## config.mk

```make
export PLATFORM = sky130hd
export DESIGN_NAME = ps2_keyboard
export DESIGN_NICKNAME = d
export VERILOG_FILES = /design/src/ps2_pkg.sv /design/src/disp_pkg.sv /design/src/ps2_rx.sv /design/src/key_tracker.sv /design/src/seg_display.sv /design/src/ps2_keyboard.sv
export SDC_FILE = /design/constraint.sdc
export NUM_CORES = 1
export LEC_CHECK = 0
export BUFFER_PORTS_ARGS = -buffer_cell sky130_fd_sc_hd__buf_4
export CAP_MARGIN = 20
export CORE_UTILIZATION = 50
export DETAILED_ROUTE_END_ITERATION = 16
export GPL_TIMING_DRIVEN = 0
export PLACE_DENSITY = 0.68
export SETUP_SLACK_MARGIN = 0.2
export SYNTH_ARGS = -nofsm -noshare
export SYNTH_HDL_FRONTEND = slang
export SYNTH_SLANG_ARGS = --single-unit
```

## constraint.sdc

```tcl
create_clock -name clk -period 5.6 [get_ports clk]
set_input_delay 1.12 -clock clk [delete_from_list [all_inputs] [get_ports clk]]
set_output_delay 1.12 -clock clk [all_outputs]
set_load 0.02 [all_outputs]
```

## src/ps2_pkg.sv

```systemverilog
package ps2_pkg;

	localparam logic [3:0] frame_bits = 4'd11;	// start, eight data, parity, stop.
	localparam logic [7:0] break_code = 8'hf0;
	localparam logic [7:0] ext_code = 8'he0;
	localparam logic [15:0] idle_timeout = 16'd2000;

	// key tracker states. the extended flag is kept apart from these.
	localparam logic [1:0] st_idle = 2'd0;
	localparam logic [1:0] st_held = 2'd1;
	localparam logic [1:0] st_break = 2'd2;
	localparam logic [1:0] st_ext = 2'd3;

	// scan code set 2, lower case only.
	function automatic logic [7:0] scan_to_ascii(input logic [7:0] code);
		logic [7:0] ch;
		case (code)
			8'h1c: ch = 8'h61;
			8'h32: ch = 8'h62;
			8'h21: ch = 8'h63;
			8'h23: ch = 8'h64;
			8'h24: ch = 8'h65;
			8'h2b: ch = 8'h66;
			8'h34: ch = 8'h67;
			8'h33: ch = 8'h68;
			8'h43: ch = 8'h69;
			8'h3b: ch = 8'h6a;
			8'h42: ch = 8'h6b;
			8'h4b: ch = 8'h6c;
			8'h3a: ch = 8'h6d;
			8'h31: ch = 8'h6e;
			8'h44: ch = 8'h6f;
			8'h4d: ch = 8'h70;
			8'h15: ch = 8'h71;
			8'h2d: ch = 8'h72;
			8'h1b: ch = 8'h73;
			8'h2c: ch = 8'h74;
			8'h3c: ch = 8'h75;
			8'h2a: ch = 8'h76;
			8'h1d: ch = 8'h77;
			8'h22: ch = 8'h78;
			8'h35: ch = 8'h79;
			8'h1a: ch = 8'h7a;
			8'h45: ch = 8'h30;
			8'h16: ch = 8'h31;
			8'h1e: ch = 8'h32;
			8'h26: ch = 8'h33;
			8'h25: ch = 8'h34;
			8'h2e: ch = 8'h35;
			8'h36: ch = 8'h36;
			8'h3d: ch = 8'h37;
			8'h3e: ch = 8'h38;
			8'h46: ch = 8'h39;
			8'h29: ch = 8'h20;	// space.
			8'h5a: ch = 8'h0d;	// enter gives carriage return.
			default: ch = 8'h00;
		endcase
		return ch;
	endfunction

endpackage

```

## src/disp_pkg.sv

```systemverilog
package disp_pkg;

	localparam logic [2:0] num_digits = 3'd6;
	localparam logic [6:0] seg_blank = 7'h7f;	// segments are active low.

	// pattern bits are g down to a, a zero lights the segment.
	function automatic logic [6:0] hex_to_seg(input logic [3:0] value);
		logic [6:0] seg;
		case (value)
			4'h0: seg = 7'h40;
			4'h1: seg = 7'h79;
			4'h2: seg = 7'h24;
			4'h3: seg = 7'h30;
			4'h4: seg = 7'h19;
			4'h5: seg = 7'h12;
			4'h6: seg = 7'h02;
			4'h7: seg = 7'h78;
			4'h8: seg = 7'h00;
			4'h9: seg = 7'h10;
			4'ha: seg = 7'h08;
			4'hb: seg = 7'h03;	// lower case b so it differs from 8.
			4'hc: seg = 7'h46;
			4'hd: seg = 7'h21;
			4'he: seg = 7'h06;
			default: seg = 7'h0e;
		endcase
		return seg;
	endfunction

endpackage

```

## src/ps2_rx.sv

```systemverilog
`timescale 1ns/10ps

module ps2_rx
	import ps2_pkg::*;
(
	input  logic       clk,
	input  logic       resetn,
	input  logic       ps2_clk,
	input  logic       ps2_data,
	output logic       byte_valid,
	output logic [7:0] rx_byte,
	output logic       frame_err
);

	logic [1:0]  clk_sync;
	logic        clk_last;
	logic        fall;
	logic [1:0]  data_sync;
	logic [10:0] frame;
	logic [3:0]  bit_cnt;
	logic [15:0] idle_cnt;
	logic        frame_ok;

	always_ff @(posedge clk) begin
		if (!resetn) begin
			clk_sync <= 2'b11;	// the line idles high.
			clk_last <= 1'b1;
		end else begin
			clk_sync <= {clk_sync[0], ps2_clk};
			clk_last <= clk_sync[1];
		end
	end

	// data goes through the same two stages so it lines up with the clock.
	always_ff @(posedge clk) begin
		data_sync <= {data_sync[0], ps2_data};
	end

	assign fall = clk_last & ~clk_sync[1];

	// bits arrive lsb first, so after eleven shifts the start bit sits in frame[0].
	always_ff @(posedge clk) begin
		if (fall) begin
			frame <= {data_sync[1], frame[10:1]};
		end
	end

	assign frame_ok = ~frame[0] & (^frame[9:1]) & frame[10];
	assign rx_byte = frame[8:1];

	always_ff @(posedge clk) begin
		if (!resetn) begin
			bit_cnt <= 4'd0;
			idle_cnt <= 16'd0;
			byte_valid <= 1'b0;
			frame_err <= 1'b0;
		end else begin
			byte_valid <= 1'b0;
			frame_err <= 1'b0;
			if (bit_cnt == frame_bits) begin
				// whole frame is in, check it one cycle after the last edge.
				byte_valid <= frame_ok;
				frame_err <= ~frame_ok;
				bit_cnt <= 4'd0;
				idle_cnt <= 16'd0;
			end else if (fall) begin
				bit_cnt <= bit_cnt + 4'd1;
				idle_cnt <= 16'd0;
			end else if (bit_cnt != 4'd0) begin
				if (idle_cnt == idle_timeout - 16'd1) begin
					bit_cnt <= 4'd0;	// keyboard went quiet mid frame.
					idle_cnt <= 16'd0;
				end else begin
					idle_cnt <= idle_cnt + 16'd1;
				end
			end
		end
	end

endmodule

```

## src/key_tracker.sv

```systemverilog
`timescale 1ns/10ps

module key_tracker
	import ps2_pkg::*;
(
	input  logic       clk,
	input  logic       resetn,
	input  logic       byte_valid,
	input  logic [7:0] rx_byte,
	output logic       key_valid,
	output logic       key_held,
	output logic [7:0] held_code,
	output logic [7:0] ascii,
	output logic [7:0] key_count
);

	logic [1:0] state;
	logic       ext_flag;	// set by e0, kept through a following f0.
	logic       held_ext;
	logic       code_byte;
	logic       new_press;
	logic       is_release;

	// after f0 every byte is the code being released, prefix values included.
	assign code_byte = byte_valid &&
		(state == st_break || (rx_byte != ext_code && rx_byte != break_code));

	// a make code only counts as a press when it is not the held key repeating.
	assign new_press = code_byte && state != st_break &&
		(!key_held || rx_byte != held_code || ext_flag != held_ext);

	assign is_release = code_byte && state == st_break && key_held &&
		rx_byte == held_code && ext_flag == held_ext;

	always_ff @(posedge clk) begin
		if (!resetn) begin
			state <= st_idle;
			ext_flag <= 1'b0;
		end else if (byte_valid) begin
			if (!code_byte) begin
				if (rx_byte == ext_code) begin
					state <= st_ext;
					ext_flag <= 1'b1;
				end else begin
					state <= st_break;	// ext_flag keeps its value.
				end
			end else begin
				ext_flag <= 1'b0;
				if (new_press || (key_held && !is_release)) begin
					state <= st_held;
				end else begin
					state <= st_idle;
				end
			end
		end
	end

	always_ff @(posedge clk) begin
		if (!resetn) begin
			key_valid <= 1'b0;
			key_held <= 1'b0;
			held_code <= 8'h00;
			held_ext <= 1'b0;
			ascii <= 8'h00;
			key_count <= 8'h00;
		end else begin
			key_valid <= new_press;
			if (new_press) begin
				key_held <= 1'b1;
				held_code <= rx_byte;
				held_ext <= ext_flag;
				ascii <= ext_flag ? 8'h00 : scan_to_ascii(rx_byte);	// no ascii for e0 keys.
				key_count <= key_count + 8'd1;
			end else if (is_release) begin
				key_held <= 1'b0;
				held_code <= 8'h00;
				held_ext <= 1'b0;
				ascii <= 8'h00;
			end
		end
	end

endmodule

```

## src/seg_display.sv

```systemverilog
`timescale 1ns/10ps

module seg_display
	import disp_pkg::*;
(
	input  logic       clk,
	input  logic       resetn,
	input  logic       key_held,
	input  logic [7:0] held_code,
	input  logic [7:0] ascii,
	input  logic [7:0] key_count,
	output logic [6:0] hex0,
	output logic [6:0] hex1,
	output logic [6:0] hex2,
	output logic [6:0] hex3,
	output logic [6:0] hex4,
	output logic [6:0] hex5
);

	logic [6:0] digit_d [num_digits];
	logic [6:0] digit_q [num_digits];

	// digit 0 is the rightmost one.
	always_comb begin
		digit_d[0] = hex_to_seg(key_count[3:0]);
		digit_d[1] = hex_to_seg(key_count[7:4]);
		digit_d[2] = key_held ? hex_to_seg(held_code[3:0]) : seg_blank;
		digit_d[3] = key_held ? hex_to_seg(held_code[7:4]) : seg_blank;
		digit_d[4] = key_held ? hex_to_seg(ascii[3:0]) : seg_blank;
		digit_d[5] = key_held ? hex_to_seg(ascii[7:4]) : seg_blank;
	end

	always_ff @(posedge clk) begin
		if (!resetn) begin
			for (int i = 0; i < num_digits; i++) begin
				// the count digits show zero, the rest stay dark.
				digit_q[i] <= (i < 2) ? hex_to_seg(4'h0) : seg_blank;
			end
		end else begin
			digit_q <= digit_d;
		end
	end

	assign hex0 = digit_q[0];
	assign hex1 = digit_q[1];
	assign hex2 = digit_q[2];
	assign hex3 = digit_q[3];
	assign hex4 = digit_q[4];
	assign hex5 = digit_q[5];

endmodule

```

## src/ps2_keyboard.sv

```systemverilog
`timescale 1ns/10ps

module ps2_keyboard (
	input  logic       clk,
	input  logic       resetn,
	input  logic       ps2_clk,
	input  logic       ps2_data,
	output logic       key_valid,
	output logic [7:0] ascii,
	output logic [7:0] key_count,
	output logic       frame_err,
	output logic [6:0] hex0,
	output logic [6:0] hex1,
	output logic [6:0] hex2,
	output logic [6:0] hex3,
	output logic [6:0] hex4,
	output logic [6:0] hex5
);

	logic       byte_valid;
	logic [7:0] rx_byte;
	logic       key_held;
	logic [7:0] held_code;

	ps2_rx i_ps2_rx (
		.clk        (clk),
		.resetn     (resetn),
		.ps2_clk    (ps2_clk),
		.ps2_data   (ps2_data),
		.byte_valid (byte_valid),
		.rx_byte    (rx_byte),
		.frame_err  (frame_err)
	);

	key_tracker i_key_tracker (
		.clk        (clk),
		.resetn     (resetn),
		.byte_valid (byte_valid),
		.rx_byte    (rx_byte),
		.key_valid  (key_valid),
		.key_held   (key_held),
		.held_code  (held_code),
		.ascii      (ascii),
		.key_count  (key_count)
	);

	seg_display i_seg_display (
		.clk       (clk),
		.resetn    (resetn),
		.key_held  (key_held),
		.held_code (held_code),
		.ascii     (ascii),
		.key_count (key_count),
		.hex0      (hex0),
		.hex1      (hex1),
		.hex2      (hex2),
		.hex3      (hex3),
		.hex4      (hex4),
		.hex5      (hex5)
	);

endmodule

```

* Yosys cells after proc, flatten, opt, wreduce, memory -nomap -nowiden *
Memories as Yosys holds them, arrays and structs flattened. A register that Yosys moved wholly into a read port is not among the register bits.
Cells that the tools add are included.
W data, S select, Z words.

word-level totals
  bits in registers = 68
  bits in latches = 0
  bits in writable memories = 0
  memory bits (read-only) = 1568
  output and inout port bits = 60
  memories kept = 7

operators by class
  add/subtract/negate cells = 3
  multipliers = 0
  div/mod/pow operators = 0
  order comparisons = 0
  equality and inequality tests = 11
  shift-type cells = 0
  mux-type cells = 18
  bitwise operators = 7
  reductions and logical operators = 33

memory list
  name              words  width  rd ports  clocked after memory_dff  wr ports  line           RTL
  (name not given)  128    7      1         1                         0         ps2_pkg.sv:17  case (code)
  (name not given)  16     7      1         1                         0         disp_pkg.sv:9  case (value)
  (name not given)  16     7      1         1                         0         disp_pkg.sv:9
  (name not given)  16     7      1         1                         0         disp_pkg.sv:9
  (name not given)  16     7      1         1                         0         disp_pkg.sv:9
  (name not given)  16     7      1         1                         0         disp_pkg.sv:9
  1 more memories   -      -      -         -                         -         -

operators with widths
  cell                     number
  $mux W8                  5
  $add A16 B1 Y16 const B  1
  $eq A16 B11 Y1 const B   1
  $mux W16                 1
  $ne A8 B8 Y1 const B     2
  $mux W4                  3
  $logic_and A1 B1 Y1      9
  $reduce_xor A9 Y1        1
  $add A8 B1 Y8 const B    1
  $eq A8 B8 Y1             1
  $eq A8 B8 Y1 const B     1
  $logic_not A1 Y1         8
  $ne A8 B8 Y1             1
  $reduce_and A2 Y1        4
  $reduce_bool A2 Y1       4
  $mux W1                  7
  $mux W7                  1
  $add A4 B1 Y4 const B    1
  $eq A4 B4 Y1 const B     1
  $logic_or A1 B1 Y1       4
  $not A1 Y1               4
  $reduce_bool A4 Y1       1
  $and A1 B1 Y1            3
  $reduce_or A3 Y1         1
  6 further kinds          6

* Longest topological paths before layout *
Gate-level depths: netlist (run 1).

  depth in word-level cells = 13
  mapped depth = 15

* Hierarchy *
From an unflattened synthesis (run 1), not the netlist that was laid out.

second synthesis, totals
  cells, all modules = 681
  area, all modules = 6172.2 µm²

by module, submodules not included
  module       instances  cells each  area each (µm²)  sequential area each (µm²)
  seg_display  1          276         2555.0           840.8
  key_tracker  1          250         1970.6           580.6
  ps2_rx       1          155         1646.6           870.8

* Worst setup path after synthesis (run 1) *
OpenSTA, ideal clock, no wires.

  kind = register to register
  from = register i_ps2_rx.clk_sync[1]
  to = register with a tool-made name
  library setup time = 83 ps
  arrival = 2694 ps
  data required time = 5517 ps
  setup slack = 2824 ps
  cell stages (with the launch flop) = 14
  path buffers = 4
  period minus slack after synthesis = 2776 ps
  cells stage by stage = dfxtp_1 nand2b_2 inv_2 buf_4 buf_2 buf_4 nor2_1 a21o_1 ha_1 clkbuf_1 a21oi_1 a22o_1 a221o_1 o221ai_1

RTL lines
  what                    line          RTL
  start, declared         ps2_rx.sv:15  logic [1:0] clk_sync;
  start signal, assigned  ps2_rx.sv:29  clk_sync <= {clk_sync[0], ps2_clk};

==> impl_results.md, run 1 <==
* Status: complete, no violations
* CTS max path bufs at 2
* Library cell with the highest instance count after synthesis: dfxtp_1
* Maximum achievable frequency at approximately 260 MHz
* Top-area cell type share of the netlist area at 31.2%
* Tightest slew margin relative to the limit at between 40% and 50%
* Largest family of logic cells by synthesized area: compound AO/OA/AOI/OAI gates
* Chip width at between 100 and 150 µm
* Power density over the cells at between 200 and 300 nW/µm²
* Gate Count Post-Synth at around 760
* Portion of netlist area occupied by mux cells at 5.12%
* Fraction of final layout cells with drive strength greater than 1 at approximately 16%
* Period minus WS final at 3.87 ns
* Total leakage power at about 3.0 nW
* Worst clock skew on the final layout at 0.0112 ns
* Internal reg-to-reg setup slack at about 1.7 ns
* Top-level port count at between 60 and 70
* Post-synthesis compound-gate area fraction at 20.7%
* Number of nets with antenna violations after detailed routing at 0
* Pin count of the biggest net entering global routing at 21
* Count of buffers from port buffering at 62
* Area of the mapped netlist at 6740 µm²
* Global-route wire length before repair at slightly below 30 mm
* Proportion of synthesized flip-flops having asynchronous set or reset at 0%
* Xor and xnor fraction of the mapped netlist area at around 3.8%
* Cell types with the largest area share after synthesis: dfxtp_1 (31%), ha_1 (9.5%), edfxtp_1 (4.9%)
* Antenna violations before repair at 0
* Synthesized area per cell at approximately 8.9 µm²
* Setup crit start: i_ps2_rx.clk_sync[1]
* Synthesized Nets at about 810
* Number of search-and-repair iterations in the first detailed-routing pass at 5
* DR vias/cell at 5.86
* Cell type group with the largest total delay on the critical path: buffers and inverters
* Synth cell types at 80
* Critical path endpoint category: flip-flop
* Number of vias after detailed routing at 6013
* Drc violations at 0
* Initial Util at between 50% and 60%
* Yosys top cell by area: dfxtp_1
* Post-CTS clock slew at the launch and capture registers of the worst setup and hold paths at about 0.05 ns
* Die Y at between 100 and 150 µm
* DR WL/cell at 16.9 µm
* Overall overflow remaining after global route at 0
* Cell with the largest stage delay on the worst path: clkbuf_1
* Final weighted congestion in routability-driven placement at between 0.9 and 1
* Number of cells in the finished layout apart from fillers at just over 1000
* Worst-Margin Slew at between 0.8 and 0.9 ns
* Number of DRC markers after the initial detailed-route iteration at 516
* Layout Nets at 892
* IR Drop Worst-Case VDD at 202 µV
* Crit path depth at 15
* Crit path required time at approximately 6 ns
* Number of core rows at 42
* Core region area at between 10000 and 15000 µm²
* Cell breakdown of the critical path: nand2b_2 > inv_2 > buf_4 > buf_2 > buf_4 > nor2_1 > a21o_1 > inv_1 > ha_1 > clkbuf_1 > nor2b_1 > a21oi_1 > a21oi_1 > nor3_1 > o41ai_1
* Share of the clock period used by the worst path after layout at around 70%
* Clock buffer count from CTS at 17
* Category of the most critical setup path: reg2reg
* Total half-perimeter wirelength after legalization and detailed placement at ~13 mm
* Hold_buf cts at 0
* Yosys warnings at 0
* Post-cts repair resize count at 0
* Utilization after layout at around three fifths
* Diodes inserted at 0
* Buffer cell driving the clock tree root: clkbuf_16
* Most instantiated cells after synthesis: dfxtp_1 (105), nor2_1 (66), nand2_1 (62), ha_1 (51)
* Final sum of negative setup slack at 0 ns
* Ys flop type: dfxtp_1
* Final count of negative-setup-slack endpoints at 0
* Class of the tightest hold or removal check: reg2reg
* Max-Cap Viols at 0
* Placed instance count at 994
* Area share of fa/ha/maj cells after synthesis at approximately a tenth
* Number of hold violations in the final report at 0
* Critical path's largest stage delay at roughly 0.47 ns
* Final Worst Setup Slack at ~1.7 ns
* Buf/Inv on CP at 6
* TritonCTS Sinks at about 120
* Number of H-tree branching levels at 4
* Max-slew violation total from the final report at 0
* Data arrival time at the worst-slack endpoint at a little over 4 ns
* Startpoint types: flip-flop
* CTS tree: done
* Setup repair after global routing missed its margin: false
* Share of synthesized cell area in and, or, nand and nor gates at about a fifth
* Dpl ws at about 1.8 ns
* Full die area at around 14000 µm²
* Number of register bits inferred by synthesis at about 120
* Critical path peak fanout at 20
* Number of cells traversed by the worst hold path at 0
* Clock insertion delay at the later pin of the skew report at slightly above 0.4 ns
* Number of cell instances on the worst register-to-register path at 15
* Total wire length after detailed routing at about 17 mm
* # Post-CTS Setup Buffers at 0
* Proportion of synthesized chip area in sequential cells at a little over a third
* Layout-stage area growth over the synthesis result at 18.7%
* All-Layer GR Usage at about a quarter
* Source of the worst register-to-register timing path: i_ps2_rx.clk_sync[1]
* Post-synth EDFFs at 11
* Number of global-route vias before repair at about 6000
## final cells by class
| type | count | area (µm²) |
|---|---|---|
| Tap cell | 176 | 220 |
| Multi-Input combinational cell | 550 | 3910 |
| Buffer | 56 | 274 |
| Sequential cell | 116 | 2430 |
| Inverter | 34 | 128 |
| Timing Repair Buffer | 62 | 465 |
| Clock inverter | 10 | 133 |
| Fill cell | 1160 | 5180 |
| Clock buffer | 22 | 444 |
## metal layers
metal,share of wire [%],global-route usage [%]
met1,45,33.1
met2,46,42.1
met3,6.8,5.96
met4,2.1,10.8
met5,0,0
## worst min-delay path by stage
stage	from	end	slack [ns]
6_report	i_ps2_rx.data_sync[0]	i_ps2_rx.data_sync[1]	0.33
3_3_place_gp	i_ps2_rx.data_sync[0]	i_ps2_rx.data_sync[1]	0.32
2_1_floorplan	i_ps2_rx.data_sync[0]	i_ps2_rx.data_sync[1]	0.31
3_5_place_dp	i_ps2_rx.data_sync[0]	i_ps2_rx.data_sync[1]	0.31
4_1_cts	i_ps2_rx.data_sync[0]	i_ps2_rx.data_sync[1]	0.33
5_1_grt	i_ps2_rx.data_sync[0]	i_ps2_rx.data_sync[1]	0.34
## kinds of logic (layout without fill, tap and decap cells)
family                     count (synthesis)  after routing
DFF                                      116            116
xor gates and xnor gates                  29             29
other                                      1              1
AOI/OAI and AO/OA                        189            189
muxes                                     30             30
and+or+nand+nor                          250            250
buffers and inverters                     90            184
adders and majority gates                 51             51
## flip-flops by register name, summed over array words and instances (netlist names), 2 cells and up, named ones only
register / cells
i_key_tracker.ascii: 7
i_ps2_rx.bit_cnt: 4
i_key_tracker.held_code: 8
i_key_tracker.state: 2
i_seg_display.hex3: 7
i_seg_display.hex0: 7
i_seg_display.hex2: 7
i_seg_display.hex4: 7
i_key_tracker.key_count: 8
i_ps2_rx.data_sync: 2
i_seg_display.hex5: 7
i_seg_display.hex1: 7
i_ps2_rx.frame: 11
i_ps2_rx.clk_sync: 2
i_ps2_rx.idle_cnt: 16
## through the flow
step	cell area [µm²]	hold slack, ns	total power [W]
floorplan	6740	0.310	0.000945
global placement	7430	0.317	0.000977
detailed placement	7430	0.315	0.000977
CTS	8010	0.327	0.00203
global route	8010	0.338	0.00209
finish	8010	0.325	0.00202
## worst reg2reg max path, stage by stage (launching register included)
cell      delay [ns]
dfxtp_1         0.39
nand2b_2        0.25
inv_2           0.12
buf_4           0.20
buf_2           0.26
buf_4           0.32
nor2_1          0.08
a21o_1          0.19
inv_1           0.09
ha_1            0.14
clkbuf_1        0.47
nor2b_1         0.34
a21oi_1         0.15
a21oi_1         0.28
nor3_1          0.11
o41ai_1         0.36
## where the power goes
part	switching, W	internal [W]	leakage (nW)
combinational	0.0000745	0.0000375	1.81
clock	0.000358	0.000694	0.277
sequential	0.00000507	0.000847	0.951
total	0.000438	0.00158	3.04
## cells in the final DEF (no fill, tap or decap), types with 8 or more instances in the layout
cell type	n
a211oi_1	13
a21oi_1	33
a221o_1	8
a31oi_1	14
buf_2	14
buf_4	66
clkbuf_1	34
clkbuf_16	17
dfxtp_1	105
edfxtp_1	11
ha_1	51
inv_1	31
mux2i_1	24
nand2_1	62
nand2b_1	21
nand3_1	15
nand4_1	8
nor2_1	66
nor3_1	16
o2111ai_1	12
o211ai_1	16
o21ai_0	33
xnor2_1	9
xor2_1	20
(Power assumes the default switching activity.)
==> inputs of run 2 (changes only) <==
PLACE_DENSITY = 0.71   (was 0.68)
clock period = 3.4 ns   (was 5.6 ns; I/O delays follow)
==> run 2 against run 1 <==
Net effect:
- clock power increased by 51%
- clock skew increased by 0.0014 ns
- worst setup slack got worse by 1.4 ns
- maximum frequency increased by 25%
- non-clock buffer count increased by 1
- die area unchanged
- hold slack got worse by 0.00074 ns
- first-iteration DRC count increased by 35%
- register-to-register slack got worse by 1.4 ns
- routed wire length increased by 0.78%
- critical path depth decreased by 1
==> impl_results.md, run 2 (synthesized netlist as in run 1, its figures left out) <==
* Number of cells traversed by the worst hold path at 0
* Setup repair after global routing missed its margin: false
* Period minus WS final at approximately 3.1 ns
* Largest register FFs at 16
* Maximum achievable frequency at 323 MHz
* Worst-Margin Slew at approximately 0.8 ns
* Category of the most critical setup path: reg2reg
* Global-route wire length before repair at 28.6 mm
* Share of the clock period used by the worst path after layout at between 90% and 100%
* Post-CTS clock slew at the launch and capture registers of the worst setup and hold paths at 0.06 ns
* Layout-stage area growth over the synthesis result at 19.1%
* HP Start: i_ps2_rx.data_sync[0]
* Critical path peak fanout at 20
* Crit path required time at about 3.7 ns
* Leading cell types in the layout, fill and taps excluded: dfxtp_1 (103), nor2_1 (66), buf_4 (66), nand2_1 (62), ha_1 (51)
* Total leakage power at about 3 nW
* Number of cell instances on the worst register-to-register path at 14
* Number of core rows at 42
* Count of buffers from port buffering at 62
* Number of H-tree branching levels at 4
* Number of DRC markers after the initial detailed-route iteration at about 700
* Full die area at 14000 µm²
* Drc violations at 0
* Final count of negative-setup-slack endpoints at 0
* DR vias/cell at 5.93
* Total half-perimeter wirelength after legalization and detailed placement at about 12 mm
* Fraction of final layout cells with drive strength greater than 1 at a little under a fifth
* Class of the tightest hold or removal check: reg2reg
* Antenna violations before repair at 0
* Clock buffer count from CTS at 17
* Chip width at between 100 and 150 µm
* Number of filler instances in the final layout at about 1100
* Top-level port count at 64
* Final weighted congestion in routability-driven placement at 0.962
* All-Layer GR Usage at between 20% and 30%
* TritonCTS Sinks at roughly 120
* Buffer cell driving the clock tree root: clkbuf_16
* Status: complete, no violations
* Internal reg-to-reg setup slack at approximately 0.31 ns
* Number of vias after detailed routing at around 6100
* Critical path endpoint category: flip-flop
* CTS tree: done
* Min Hold Slack at 0.324 ns
* Clock insertion delay at the later pin of the skew report at around 0.4 ns
* Die Y at approximately 120 µm
* Number of hold violations in the final report at 0
* Pin count of the biggest net entering global routing at 21
* Number of global-route vias before repair at around 5800
* Overall overflow remaining after global route at 0
* Most common cell after layout, fill and taps aside: dfxtp_1
* Data arrival time at the worst-slack endpoint at about 3.4 ns
* Source of the worst register-to-register timing path: i_ps2_rx.clk_sync[1]
* Overall power at between 0.003 and 0.004 W
* Max-slew violation total from the final report at 0
* Tightest slew margin relative to the limit at between 40 and 50%
* Number of nets with antenna violations after detailed routing at 0
* CTS max path bufs at 2
* Sink of the worst hold path: i_ps2_rx.data_sync[1]
* Number of search-and-repair iterations in the first detailed-routing pass at 8
* Power density over the cells at roughly 400 nW/µm²
* Startpoint types: flip-flop
* DR WL/cell at 17.1 µm
* Diodes inserted at 0
* Layout Nets at roughly 890
* Worst clock skew on the final layout at between 0.01 and 0.015 ns
* Max-Cap Viols at 0
* IR Drop Worst-Case VDD at ~320 µV
* Total wire length after detailed routing at around 18 mm
* Register with the highest flop count: i_ps2_rx.idle_cnt
* Initial Util at between 50 and 60%
* Largest registers: i_ps2_rx.idle_cnt x16, i_ps2_rx.frame x11
* Core region area at between 10000 and 15000 µm²
## run 2: cell count changes in the layout (fill, tap and decap cells not counted), sizes merged
| cell | before | now |
|---|---|---|
| clkbuf | 51 | 50 |
| clkinvlp | 1 | 5 |
| inv | 33 | 34 |
| bufinv | 3 | 0 |
## run 2: area by class of cell
class | instances | area, µm² | area share (%)
clock buffers | 20 | 447 | 5.56
clock inverters | 12 | 83.8 | 1.04
multi-input cells | 550 | 3950 | 49.2
inverters | 34 | 128 | 1.59
repair buffers | 63 | 473 | 5.89
flip-flops and latches | 116 | 2440 | 30.3
plain buffers | 56 | 292 | 3.63
well taps | 176 | 220 | 2.74
## run 2: repair_timing
item	CTS	global route
setup endpoints to repair	7	7
gates resized for setup	9	8
buffers inserted	0	1
hold buffers	0	0
## run 2: layer usage
layer / vias up / wire, µm / global-route usage (%)
met4: 0 / 455 / 10.9
li1: 2899 / - / -
met5: - / 0 / 0
met1: 2878 / 7720 / 33.2
met2: 268 / 8190 / 40.7
met3: 50 / 1160 / 6.98
## run 2: how the worst max path moves through the flow
| stage | to | cells past startpoint | start | slack (ns) |
|---|---|---|---|---|
| 6_report | flip-flop | 14 | i_ps2_rx.clk_sync[1] | 0.31 |
| 2_1_floorplan | flip-flop | 13 | i_ps2_rx.clk_sync[1] | 0.62 |
| 3_3_place_gp | flip-flop | 15 | i_ps2_rx.clk_sync[1] | -0.36 |
| 3_5_place_dp | flip-flop | 15 | i_ps2_rx.clk_sync[1] | -0.23 |
| 5_1_grt | flip-flop | 13 | i_ps2_rx.clk_sync[1] | 0.20 |
| 4_1_cts | flip-flop | 15 | i_ps2_rx.clk_sync[1] | 0.23 |
## run 2: power by group
| part | internal [W] | switching (W) | total [W] |
|---|---|---|---|
| combinational | 0.0000658 | 0.000125 | 0.000191 |
| sequential | 0.00139 | 0.00000862 | 0.00140 |
| clock | 0.000945 | 0.000642 | 0.00159 |
| total | 0.00240 | 0.000775 | 0.00318 |
## run 2: critical path, cell delays in order (launching register included)
cell	delay (ns)
dfxtp_4	0.37
nand2b_2	0.21
inv_2	0.11
buf_4	0.19
clkbuf_4	0.24
buf_12	0.18
nor2_1	0.07
a21o_1	0.21
ha_1	0.18
clkbuf_2	0.22
nor2b_4	0.20
a21oi_2	0.22
o32ai_2	0.16
a32oi_1	0.25
o41ai_2	0.13
## run 2: per-stage QoR
stage / std cells / setup WS, ns / area (µm²) / setup TNS [ns] / utilization (%)
final: 1027 / 0.306 / 8030 / 0 / 60.9
after global routing: 1027 / 0.197 / 8030 / 0 / 60.9
after CTS: 1026 / 0.232 / 7990 / 0 / 60.6
after detailed placement: 994 / -0.234 / 7430 / -0.516 / 56.3
after global placement: 994 / -0.363 / 7430 / -0.836 / 56.3
after floorplan: 756 / 0.624 / 6740 / 0 / -
